$ cat src/hw/iir_pkg.sv
package iir_pkg;

	// sample and coefficient widths
	localparam int SAMPLE_W = 8;
	localparam int COEF_W = 16;

	// internal sum widths
	// feedback keeps the 32-bit product less the shifted-out bits
	localparam int FB_W = 29;
	localparam int FF_W = 25;
	localparam int ACC_W = 27;
	localparam int FB_SHIFT = 3;

	// dout is result[26:19], stored history is result[26:11]
	localparam int OUT_MSB = 26;

	// sequencer timing
	localparam int SETTLE_CYCLES = 4;
	localparam int SETTLE_W = $clog2(SETTLE_CYCLES);
	localparam int RUN_LENGTH = 16;
	localparam int CNT_W = $clog2(RUN_LENGTH + 1);

	// coefficient load sequence on params
	localparam int NUM_COEFS = 5;
	localparam int POS_W = $clog2(NUM_COEFS);

	// a1 sits in the top field, it is the first word on params
	typedef struct packed {
		logic signed [COEF_W-1:0] a1;
		logic signed [COEF_W-1:0] a2;
		logic signed [COEF_W-1:0] b0;
		logic signed [COEF_W-1:0] b1;
		logic signed [COEF_W-1:0] b2;
	} iir_coefs_t;

	typedef enum logic [3:0] {
		IDLE        = 4'd0,
		LOAD        = 4'd1,
		WAIT_START  = 4'd2,
		LATCH       = 4'd3,
		FEEDBACK    = 4'd4,
		FEEDFORWARD = 4'd5,
		SUM         = 4'd6,
		SETTLE      = 4'd7,
		EMIT        = 4'd8
	} iir_state_e;

	typedef enum logic [2:0] {
		OP_NONE        = 3'd0,
		OP_CLEAR       = 3'd1,
		OP_LATCH       = 3'd2,
		OP_FEEDBACK    = 3'd3,
		OP_FEEDFORWARD = 3'd4,
		OP_SUM         = 3'd5,
		OP_EMIT        = 3'd6
	} iir_op_e;

endpackage

$ cat src/hw/iir_coef_loader.sv
`timescale 1ns/100ps

module iir_coef_loader import iir_pkg::*; (
	input  logic              clk,
	input  logic              reset,
	input  logic              iir_start,
	input  logic [COEF_W-1:0] params,
	output iir_coefs_t        coefs,
	output logic              coefs_valid
);

	// words still expected after the one on params now
	logic [POS_W-1:0] pos;
	logic shift_en;

	assign shift_en = iir_start || (pos != '0);

	// shift register of words, a1 ends up in the top field after five shifts
	always_ff @(posedge clk)
	begin
		if (shift_en)
			coefs <= {coefs[(NUM_COEFS-1)*COEF_W-1:0], params};
	end

	// position counter, a new iir_start restarts the load
	always_ff @(posedge clk)
	begin
		if (reset)
		begin
			pos <= '0;
			coefs_valid <= 1'b0;
		end
		else if (iir_start)
		begin
			pos <= POS_W'(NUM_COEFS - 1);
			coefs_valid <= 1'b0;
		end
		else if (pos != '0)
		begin
			pos <= pos - 1'b1;
			// b2 is on params in this cycle
			if (pos == POS_W'(1))
				coefs_valid <= 1'b1;
		end
	end

	// a full set only shows up a fixed number of cycles after a load request
	a_valid_after_start: assert property (
		@(posedge clk) disable iff (reset)
		$rose(coefs_valid) |-> $past(iir_start, NUM_COEFS)
	) else
		$error("coefs_valid rose without iir_start %0d cycles earlier", NUM_COEFS);

endmodule

$ cat src/hw/iir_biquad_ctrl.sv
`timescale 1ns/100ps

module iir_biquad_ctrl import iir_pkg::*; (
	input  logic    clk,
	input  logic    reset,
	input  logic    iir_start,
	input  logic    coefs_valid,
	input  logic    start,
	output iir_op_e op,
	output logic    ready,
	output logic    dout_valid,
	output logic    iir_done
);

	iir_state_e state;
	iir_state_e state_next;
	// the accept cycle counts as LATCH even though the register still holds WAIT_START
	iir_state_e step;

	logic [SETTLE_W-1:0] settle_cnt;
	logic [CNT_W-1:0] sample_cnt;
	logic accept;
	logic run_start;
	logic run_end;

	assign accept = (state == WAIT_START) && start;
	assign run_start = (state == IDLE) && iir_start;
	assign run_end = (sample_cnt == CNT_W'(RUN_LENGTH));
	assign step = accept ? LATCH : state;

	// next state and the opcode for this cycle
	always_comb
	begin
		state_next = step;
		op = OP_NONE;
		case (step)
			IDLE:
			begin
				if (iir_start)
				begin
					state_next = LOAD;
					op = OP_CLEAR;
				end
			end
			LOAD:
			begin
				if (coefs_valid)
					state_next = WAIT_START;
			end
			WAIT_START:
				state_next = WAIT_START;
			LATCH:
			begin
				state_next = FEEDBACK;
				op = OP_LATCH;
			end
			FEEDBACK:
			begin
				state_next = FEEDFORWARD;
				op = OP_FEEDBACK;
			end
			FEEDFORWARD:
			begin
				state_next = SUM;
				op = OP_FEEDFORWARD;
			end
			SUM:
			begin
				state_next = SETTLE;
				op = OP_SUM;
			end
			SETTLE:
			begin
				// dout is written in the last settle cycle so it is valid in EMIT
				if (settle_cnt == '0)
				begin
					state_next = EMIT;
					op = OP_EMIT;
				end
			end
			EMIT:
				state_next = run_end ? IDLE : WAIT_START;
			default:
				state_next = IDLE;
		endcase
	end

	always_ff @(posedge clk)
	begin
		if (reset)
			state <= IDLE;
		else
			state <= state_next;
	end

	// settle wait and samples taken in this run
	always_ff @(posedge clk)
	begin
		if (reset)
		begin
			settle_cnt <= '0;
			sample_cnt <= '0;
		end
		else
		begin
			if (run_start)
				sample_cnt <= '0;
			else if (accept)
				sample_cnt <= sample_cnt + 1'b1;

			if (step == SUM)
				settle_cnt <= SETTLE_W'(SETTLE_CYCLES - 1);
			else if (state == SETTLE)
				settle_cnt <= settle_cnt - 1'b1;
		end
	end

	assign ready = (state == WAIT_START);
	assign dout_valid = (state == EMIT);
	assign iir_done = dout_valid && run_end;

	// inputs are not queued
	a_start_needs_ready: assert property (
		@(posedge clk) disable iff (reset)
		start |-> ready
	) else
		$error("start arrived while ready was low");

	a_valid_not_ready: assert property (
		@(posedge clk) disable iff (reset)
		dout_valid |-> !ready
	) else
		$error("dout_valid and ready high together");

endmodule

$ cat src/hw/iir_biquad_datapath.sv
`timescale 1ns/100ps

module iir_biquad_datapath import iir_pkg::*; (
	input  logic                clk,
	input  logic                reset,
	input  iir_op_e             op,
	input  iir_coefs_t          coefs,
	input  logic [SAMPLE_W-1:0] din,
	output logic [SAMPLE_W-1:0] dout
);

	// input history
	logic signed [SAMPLE_W-1:0] u0;
	logic signed [SAMPLE_W-1:0] u1;
	logic signed [SAMPLE_W-1:0] u2;
	// output history, upper result bits
	logic signed [COEF_W-1:0] y1;
	logic signed [COEF_W-1:0] y2;

	logic signed [FB_W-1:0] fb;
	logic signed [FF_W-1:0] ff;
	logic signed [ACC_W-1:0] result;

	logic signed [2*COEF_W-1:0] prod_a1;
	logic signed [2*COEF_W-1:0] prod_a2;
	logic signed [SAMPLE_W+COEF_W-1:0] prod_b0;
	logic signed [SAMPLE_W+COEF_W-1:0] prod_b1;
	logic signed [SAMPLE_W+COEF_W-1:0] prod_b2;
	logic signed [FB_W-1:0] fb_next;
	logic signed [FF_W-1:0] ff_next;
	logic signed [ACC_W-1:0] acc_next;

	assign prod_a1 = y1 * coefs.a1;
	assign prod_a2 = y2 * coefs.a2;
	assign prod_b0 = u0 * coefs.b0;
	assign prod_b1 = u1 * coefs.b1;
	assign prod_b2 = u2 * coefs.b2;

	// each feedback product drops its low FB_SHIFT bits before the add
	assign fb_next = $signed(prod_a1[2*COEF_W-1:FB_SHIFT])
		+ $signed(prod_a2[2*COEF_W-1:FB_SHIFT]);
	assign ff_next = prod_b0 + prod_b1 + prod_b2;
	// ff is sign extended, the sum wraps at ACC_W bits
	assign acc_next = $signed(fb[ACC_W-1:0]) + ff;

	always_ff @(posedge clk)
	begin
		case (op)
			OP_CLEAR:
			begin
				u0 <= '0;
				u1 <= '0;
				u2 <= '0;
				y1 <= '0;
				y2 <= '0;
			end
			OP_LATCH:
				u0 <= din;
			OP_FEEDBACK:
				fb <= fb_next;
			OP_FEEDFORWARD:
				ff <= ff_next;
			OP_SUM:
				result <= acc_next;
			OP_EMIT:
			begin
				u1 <= u0;
				u2 <= u1;
				y1 <= result[OUT_MSB -: COEF_W];
				y2 <= y1;
			end
			default:
				;
		endcase
	end

	// dout holds its value across runs, OP_CLEAR leaves it alone
	always_ff @(posedge clk)
	begin
		if (reset)
			dout <= '0;
		else if (op == OP_EMIT)
			dout <= result[OUT_MSB -: SAMPLE_W];
	end

	// the sequencer only ever issues the seven defined opcodes
	a_op_defined: assert property (
		@(posedge clk) disable iff (reset)
		!$isunknown(op) && (op inside {OP_NONE, OP_CLEAR, OP_LATCH, OP_FEEDBACK,
			OP_FEEDFORWARD, OP_SUM, OP_EMIT})
	) else
		$error("undefined opcode %0d", op);

endmodule

$ cat src/hw/iir_filter_top.sv
`timescale 1ns/100ps

module iir_filter_top import iir_pkg::*; (
	input  logic                clk,
	input  logic                reset,
	input  logic                iir_start,
	input  logic [COEF_W-1:0]   params,
	input  logic                start,
	input  logic [SAMPLE_W-1:0] din,
	output logic [SAMPLE_W-1:0] dout,
	output logic                dout_valid,
	output logic                ready,
	output logic                iir_done
);

	iir_coefs_t coefs;
	logic coefs_valid;
	iir_op_e op;

	iir_coef_loader u_loader (
		.clk         (clk),
		.reset       (reset),
		.iir_start   (iir_start),
		.params      (params),
		.coefs       (coefs),
		.coefs_valid (coefs_valid)
	);

	// sequencer drives one opcode per cycle into the datapath
	iir_biquad_ctrl u_ctrl (
		.clk         (clk),
		.reset       (reset),
		.iir_start   (iir_start),
		.coefs_valid (coefs_valid),
		.start       (start),
		.op          (op),
		.ready       (ready),
		.dout_valid  (dout_valid),
		.iir_done    (iir_done)
	);

	iir_biquad_datapath u_datapath (
		.clk   (clk),
		.reset (reset),
		.op    (op),
		.coefs (coefs),
		.din   (din),
		.dout  (dout)
	);

endmodule

$ cat config.mk
export PLATFORM = sky130hd
export DESIGN_NAME = iir_filter_top
export DESIGN_NICKNAME = d
export VERILOG_FILES = /design/src/hw/iir_pkg.sv /design/src/hw/iir_coef_loader.sv /design/src/hw/iir_biquad_ctrl.sv /design/src/hw/iir_biquad_datapath.sv /design/src/hw/iir_filter_top.sv
export SDC_FILE = /design/constraint.sdc
export NUM_CORES = 2
export LEC_CHECK = 0
export ABC_AREA = 0
export BUFFER_PORTS_ARGS = -buffer_cell sky130_fd_sc_hd__buf_2
export CAP_MARGIN = 5
export CELL_PAD_IN_SITES_DETAIL_PLACEMENT = 1
export CELL_PAD_IN_SITES_GLOBAL_PLACEMENT = 1
export CORE_ASPECT_RATIO = 1.5
export CORE_MARGIN = 4
export CORE_UTILIZATION = 48
export DETAILED_ROUTE_END_ITERATION = 6
export GPL_TIMING_DRIVEN = 0
export PLACE_DENSITY = 0.89
export SLEW_MARGIN = 20
export SYNTH_ARGS = -nofsm -noshare
export SYNTH_HDL_FRONTEND = slang
export SYNTH_HIERARCHICAL = 1
export SYNTH_SLANG_ARGS = --single-unit
$ cat constraint.sdc
create_clock -name clk -period 7.9 [get_ports clk]
set_clock_uncertainty 0.05 [all_clocks]
set_input_delay 0.79 -clock clk [delete_from_list [all_inputs] [get_ports clk]]
set_output_delay 0.79 -clock clk [all_outputs]
set_load 0.005 [all_outputs]
* After elaboration in Yosys (flattened, before gate mapping)
Index checks and enable logic that the tools add are counted.
** Word-level totals
- Logic and storage cells :: 84
- Bits in registers :: 238
- Bits of input ports :: 28
- Output and inout port bits :: 11
** Cells by class
- Muxes and demuxes :: 18
- Multipliers :: 5
- Equal/unequal tests :: 19
- Reduce and logical (&&, ||, !) cells :: 15
- $add $sub $neg :: 7
** Operator list (count)
- $mul A8 B16 Y24 :: 3
- $pmux W16 S2 :: 2
- $mul A16 B16 Y30 :: 2
- $pmux W8 S2 :: 3
- $pmux W4 S9 :: 1
- $add A27 B25 Y27 :: 1
- $add A27 B27 Y27 :: 1
- $add A24 B24 Y25 :: 1
- $add A25 B24 Y25 :: 1
- $eq A4 B3 Y1 const B :: 5
- $pmux W3 S6 :: 1
- $mux W4 :: 4
- $eq A4 B2 Y1 const B :: 3
- $eq A3 B3 Y1 const B :: 3
- $mux W3 :: 3
- $eq A4 B4 Y1 const B :: 2
- $logic_not A4 Y1 :: 2
- $reduce_bool A2 Y1 :: 4
- $eq A3 B1 Y1 const B :: 2
- $eq A3 B2 Y1 const B :: 2
- $mux W2 :: 3
- $add A5 B1 Y5 const B :: 1
- $eq A5 B5 Y1 const B :: 1
- $eq A4 B1 Y1 const B :: 1
- 9 further kinds :: 12

* Depth between registers and ports, before layout
- Depth after elaboration :: 7
- Depth in mapped cells :: 33
- Gate-level depth less buffers :: 32

* By module
The synthesis kept the hierarchy.
** Modules (own cells, without submodules)
- iir_biquad_datapath :: area each 38379.3 µm², sequential area each 3883.7 µm², cells an instance 3984, instances 1
- iir_coef_loader :: area each 2627.5 µm², sequential area each 2482.4 µm², cells an instance 103, instances 1
- iir_biquad_ctrl :: area each 668.1 µm², sequential area each 220.2 µm², cells an instance 86, instances 1

* Worst setup path before layout
OpenSTA, ideal clock, no wires.
- Path kind :: register to register
- Start point :: reg u_datapath.y1[10]
- End point :: reg u_datapath.fb[26] (data pin)
- Buffers on the path :: 1
- Setup slack :: 0.349 ns
- Cell stages (with the launch flop) :: 31
- Library setup time :: 0.260 ns
- Clock period less this slack :: 7.551 ns
- Required time :: 7.590 ns
- Data arrival time :: 7.241 ns
- Cell sequence :: edfxtp_1 -> clkbuf_1 -> nand2_1 -> fa_1 -> fa_1 -> fa_1 -> fa_1 -> inv_1 -> fa_1 -> inv_1 -> fa_1 -> inv_1 -> ha_1 -> a21oi_1 -> nor2_1 -> nor3_1 -> nor2b_1 -> o21ai_0 -> a21boi_0 -> o21ai_0 -> nand2b_1 -> xor2_1 -> ha_1 -> a21o_1 -> a21o_1 -> or4_1 -> a31oi_1 -> o21ai_0 -> nand4_1 -> a31oi_1 -> xnor2_1
** On the way
- Longest elaborated chain between the ends :: 2
** Ends and longest elaborated chain
- start, declared :: RTL line iir_biquad_datapath.sv:17 : logic signed [COEF_W-1:0] y1;
- start signal, assigned :: RTL line iir_biquad_datapath.sv:69 : y1 <= result[OUT_MSB -: COEF_W];
- $mul A16 B16 Y30 :: RTL line iir_biquad_datapath.sv:33 : assign prod_a1 = y1 * coefs.a1;
- $add A27 B27 Y27 :: RTL line iir_biquad_datapath.sv:41 : + $signed(prod_a2[2*COEF_W-1:FB_SHIFT]);
- named net u_datapath.fb_next[26] :: RTL line iir_biquad_datapath.sv:29 : logic signed [FB_W-1:0] fb_next;
- end signal, assigned :: RTL line iir_biquad_datapath.sv:60 : fb <= fb_next;
- end, declared :: RTL line iir_biquad_datapath.sv:20 : logic signed [FB_W-1:0] fb;
The timed path passes the listed nets, and every way through them passes these cells.
A chain may end at the register's enable or synchronous reset.

* Final worst setup path
- Start point :: reg u_datapath.y2[2]
- End point :: reg u_datapath.fb[19] (data pin)
** On the way
- Longest elaborated chain between the ends :: 2
** Ends and longest elaborated chain
- start, declared :: RTL line iir_biquad_datapath.sv:18 : logic signed [COEF_W-1:0] y2;
- start signal, assigned :: RTL line iir_biquad_datapath.sv:70 : y2 <= y1;
- $mul A16 B16 Y30 :: RTL line iir_biquad_datapath.sv:34 : assign prod_a2 = y2 * coefs.a2;
- $add A27 B27 Y27 :: RTL line iir_biquad_datapath.sv:41
- named net u_datapath.fb_next[19] :: RTL line iir_biquad_datapath.sv:29
The timed path passes the listed nets, and every way through them passes these cells.

==> run_results.csv <==
group,metric,value,unit
logic_synthesis,ys_types,78,
clock_network,cts-hold-fix-buffers,0,
critical_path,start_kind,"register",
job,drv_cap,2,
clock_network,ctsLongestPathBuffers,3,
clock_network,cts_made_buffers,27,
floorplanning,die_area,91700,um^2
logic_synthesis,seq_area_frac_synth,15.8,%
timing,setup_tns,-18.32,ns
cells_and_area,drive_above_1_share,11.4,%
floorplanning,die_h,369,um
cells_and_area,area_delta_synth_final,13.0,%
logic_synthesis,synth-seq-cells,227,
route,vias_per_cell,6.39,
cells_and_area,fillers,9354,
placement,place_hpwl,122000,um
placement,portBuffers,37,
route,num_vias,35691,
route,first_iter_violations,4058,
grt,grt_first_pass_wirelength,256000,um
timing,fmax,108,MHz
placement,dp_slack,-1.59,ns
clock_network,cts_root_buffer,"clkbuf_16",
floorplanning,core_area,86200,um^2
timing,finalWorstSetupSlack,-1.33,ns
worst_hold_path,worstHoldPathType,"in -> reg",
clock_network,clk_latency,0.64,ns
cells_and_area,fin_util,54.6,%
route,routedWlPerCell,35.4,um
floorplanning,die_w,249,um
grt,grt_overflow,0,
clock_network,clk_pin_slew,0.10,ns
logic_synthesis,synthCells,4173,
route,postRouteAntennaNets,0,
route,drc,3,
grt,grt_use_total,38.1,%
timing,worst_hold_slack,0.296,ns
logic_synthesis,syn_avg_cell_area,9.99,um^2
logic_synthesis,muxShareOfSynthArea,0.0240,%
critical_path,worstPathArrival,9.57,ns
critical_path,critical_path.max_fanout,11,
route,wirelength,198000,um
timing,drv_slew,4,
logic_synthesis,syn-num-nets,5400,
run_status,status,"complete, but fails checks",
grt,grt_max_degree,53,
timing,finalSetupViolations,23,
timing,hold_viol_final,0,
cells_and_area,multi_input_area,31900,um^2
cells_and_area,seqCellArea,6590,um^2
placement,gp_congestion,0.938,
logic_synthesis,synth_fa_ha_area_share,52.2,%
timing,rsz0062_at_grt,"yes",
timing,slew_headroom,-16.6,%
grt,antenna_found_initial,26,
clock_network,cts_tree,"done",
grt,grt_pass1_vias,39915,
floorplanning,start_util,48.3,%
logic_synthesis,synth_compound_area_share,4.51,%
logic_synthesis,yosys_warnings,6,
logic_synthesis,synth_top_family_by_area,"adder cells",
timing,timing.final.crit_period,9.23,ns
cells_and_area,nets,5628,
clock_network,cts_sinks,227,
logic_synthesis,synthXorXnorAreaFrac,3.15,%
logic_synthesis,synth_edf_count,204,
logic_synthesis,syn-cell-area,41700,um^2
timing,post-route-period-util,117,%
critical_path,critPathRequiredTime,8.24,ns
critical_path,criticalPathCategory,"reg -> reg",
floorplanning,fp-row-count,132,
logic_synthesis,ys.flop_type,"edfxtp_1",
clock_network,ctsHtreeMaxLevel,1,
floorplanning,io_pins,39,
logic_synthesis,synthSimpleGateAreaFrac,14.3,%
critical_path,endpoint_kind,"register",
run_status,violations,"DRC, capacitance limit, slew limit, setup timing",
route,firstDrtPassIters,7,
timing,worst_slew_pin_slew,1.74,ns
logic_synthesis,asyncSetResetFlopFracSynth,0,%
==> path summary, 6_finish.rpt <==
kind	start	to	slack (ns)	depth (start not counted)
worst max-delay path	u_datapath/y2[2]$_SDFFCE_PP0P_	u_datapath/fb[19]$_DFFE_PN_	-1.33	26
worst min-delay path	params[5]	u_loader/coefs[5]$_DFFE_PP_	0.30	1
worst max register to register	u_datapath/y2[2]$_SDFFCE_PP0P_	u_datapath/fb[19]$_DFFE_PN_	-1.33	26
worst min register to register	u_loader/coefs[11]$_DFFE_PP_	u_loader/coefs[27]$_DFFE_PP_	0.41	0
==> cell usage after synthesis, drive strengths merged (4+ instances only) <==
cell type | count | area, um^2
or3 | 7 | 43.8
nor3 | 26 | 130
clkbuf | 112 | 422
a21o | 39 | 294
nand4 | 10 | 62.6
o21bai | 13 | 97.6
and3b | 4 | 35.0
inv | 1002 | 3760
o21ai | 46 | 234
ha | 301 | 3770
nor2b | 16 | 100
xnor2 | 123 | 1080
nand2 | 494 | 1850
dfxtp | 23 | 460
and3 | 9 | 57.6
xor2 | 27 | 236
a21oi | 97 | 489
edfxtp | 204 | 6130
fa | 898 | 18000
nand3 | 16 | 80.1
nor2 | 108 | 405
nand2b | 65 | 407
nor3b | 5 | 37.5
a31oi | 10 | 62.6
and2 | 415 | 2600
o31a | 4 | 35.0
o21a | 29 | 218
==> kinds of logic after synthesis <==
group                    count (synthesis)
adder cells (fa/ha/maj)               1199
AND/OR/NAND/NOR                       1191
buffers and inverters                 1117
AO/OA/AOI/OAI                          288
flip-flops                             227
XOR/XNOR                               150
multiplexers                             1
==> placed cells by master (no fill, tap or decap), types with 38 or more instances in the layout <==
master	count
nor2_1	101
a21o_1	38
ha_1	276
and2_1	406
edfxtp_1	204
buf_4	141
xnor2_1	107
buf_2	45
nand2b_1	64
fa_1	882
nand2_1	487
a21oi_1	69
inv_1	987
==> state kept, by name, summed over array words and instances, names as in the netlist <==
name	flops
u_ctrl/sample_cnt	5
u_ctrl/settle_cnt	2
u_datapath/result	16
u_ctrl/state	4
u_datapath/u0	8
u_datapath/ff	25
u_datapath/u2	8
u_loader/coefs	80
u_datapath/y1	16
u_datapath/fb	27
u_datapath/u1	8
u_loader/coefs_valid	1
u_datapath/dout	8
u_loader/pos	3
u_datapath/y2	16
==> what timing repair did <==
action                     4_1_cts  5_1_grt
setup endpoints to repair       19       17
cloned                           0        1
gates resized for setup        215      166
buffers inserted               107       54
pin swaps                       57       75
==> metal layers <==
metal	GRT usage, %	share of wire, %
met5	0.159	0.019
met4	41.6	16
met3	10.8	11
met2	64.3	46
met1	34.9	27
==> critical path: stages, from the launching register on <==
cell and delay, ns:
edfxtp_1 0.69, clkbuf_8 0.35, nand2_1 0.14, fa_1 0.52
fa_1 0.52, inv_1 0.08, ha_1 0.26, fa_1 0.49
ha_1 0.33, inv_1 0.09, fa_1 0.62, inv_1 0.11
ha_1 0.35, o21a_1 0.16, nor2_1 0.07, xnor2_1 1.32
ha_1 0.52, and4_1 0.27, a211oi_1 0.38, o31a_1 0.34
a211o_1 0.25, a31oi_4 0.11, nand2b_1 0.21, nand2_1 0.13
a21oi_1 0.22, o21bai_1 0.10, xor2_1 0.27
==> final cells by class <==
type,instances,share of cell area [%]
repair buffers,207,3.66
clock buffers,28,1.44
inverters,1003,7.99
diodes,26,0.138
flip-flops and latches,227,14.0
multi-input cells,2829,67.8
plain buffers,106,1.46
well taps,1139,3.03
clock inverters,22,0.521
==> per-stage QoR <==
step                      cells  area [um^2]
after floorplan            4173        41700
final                      5587        47100
after detailed placement   5356        43500
after global routing       5569        47100
after CTS                  5510        46000
after global placement     5349        43300
Power is not shown: default switching activity piles up to over one toggle a cycle in this logic, so the estimate is an artifact.
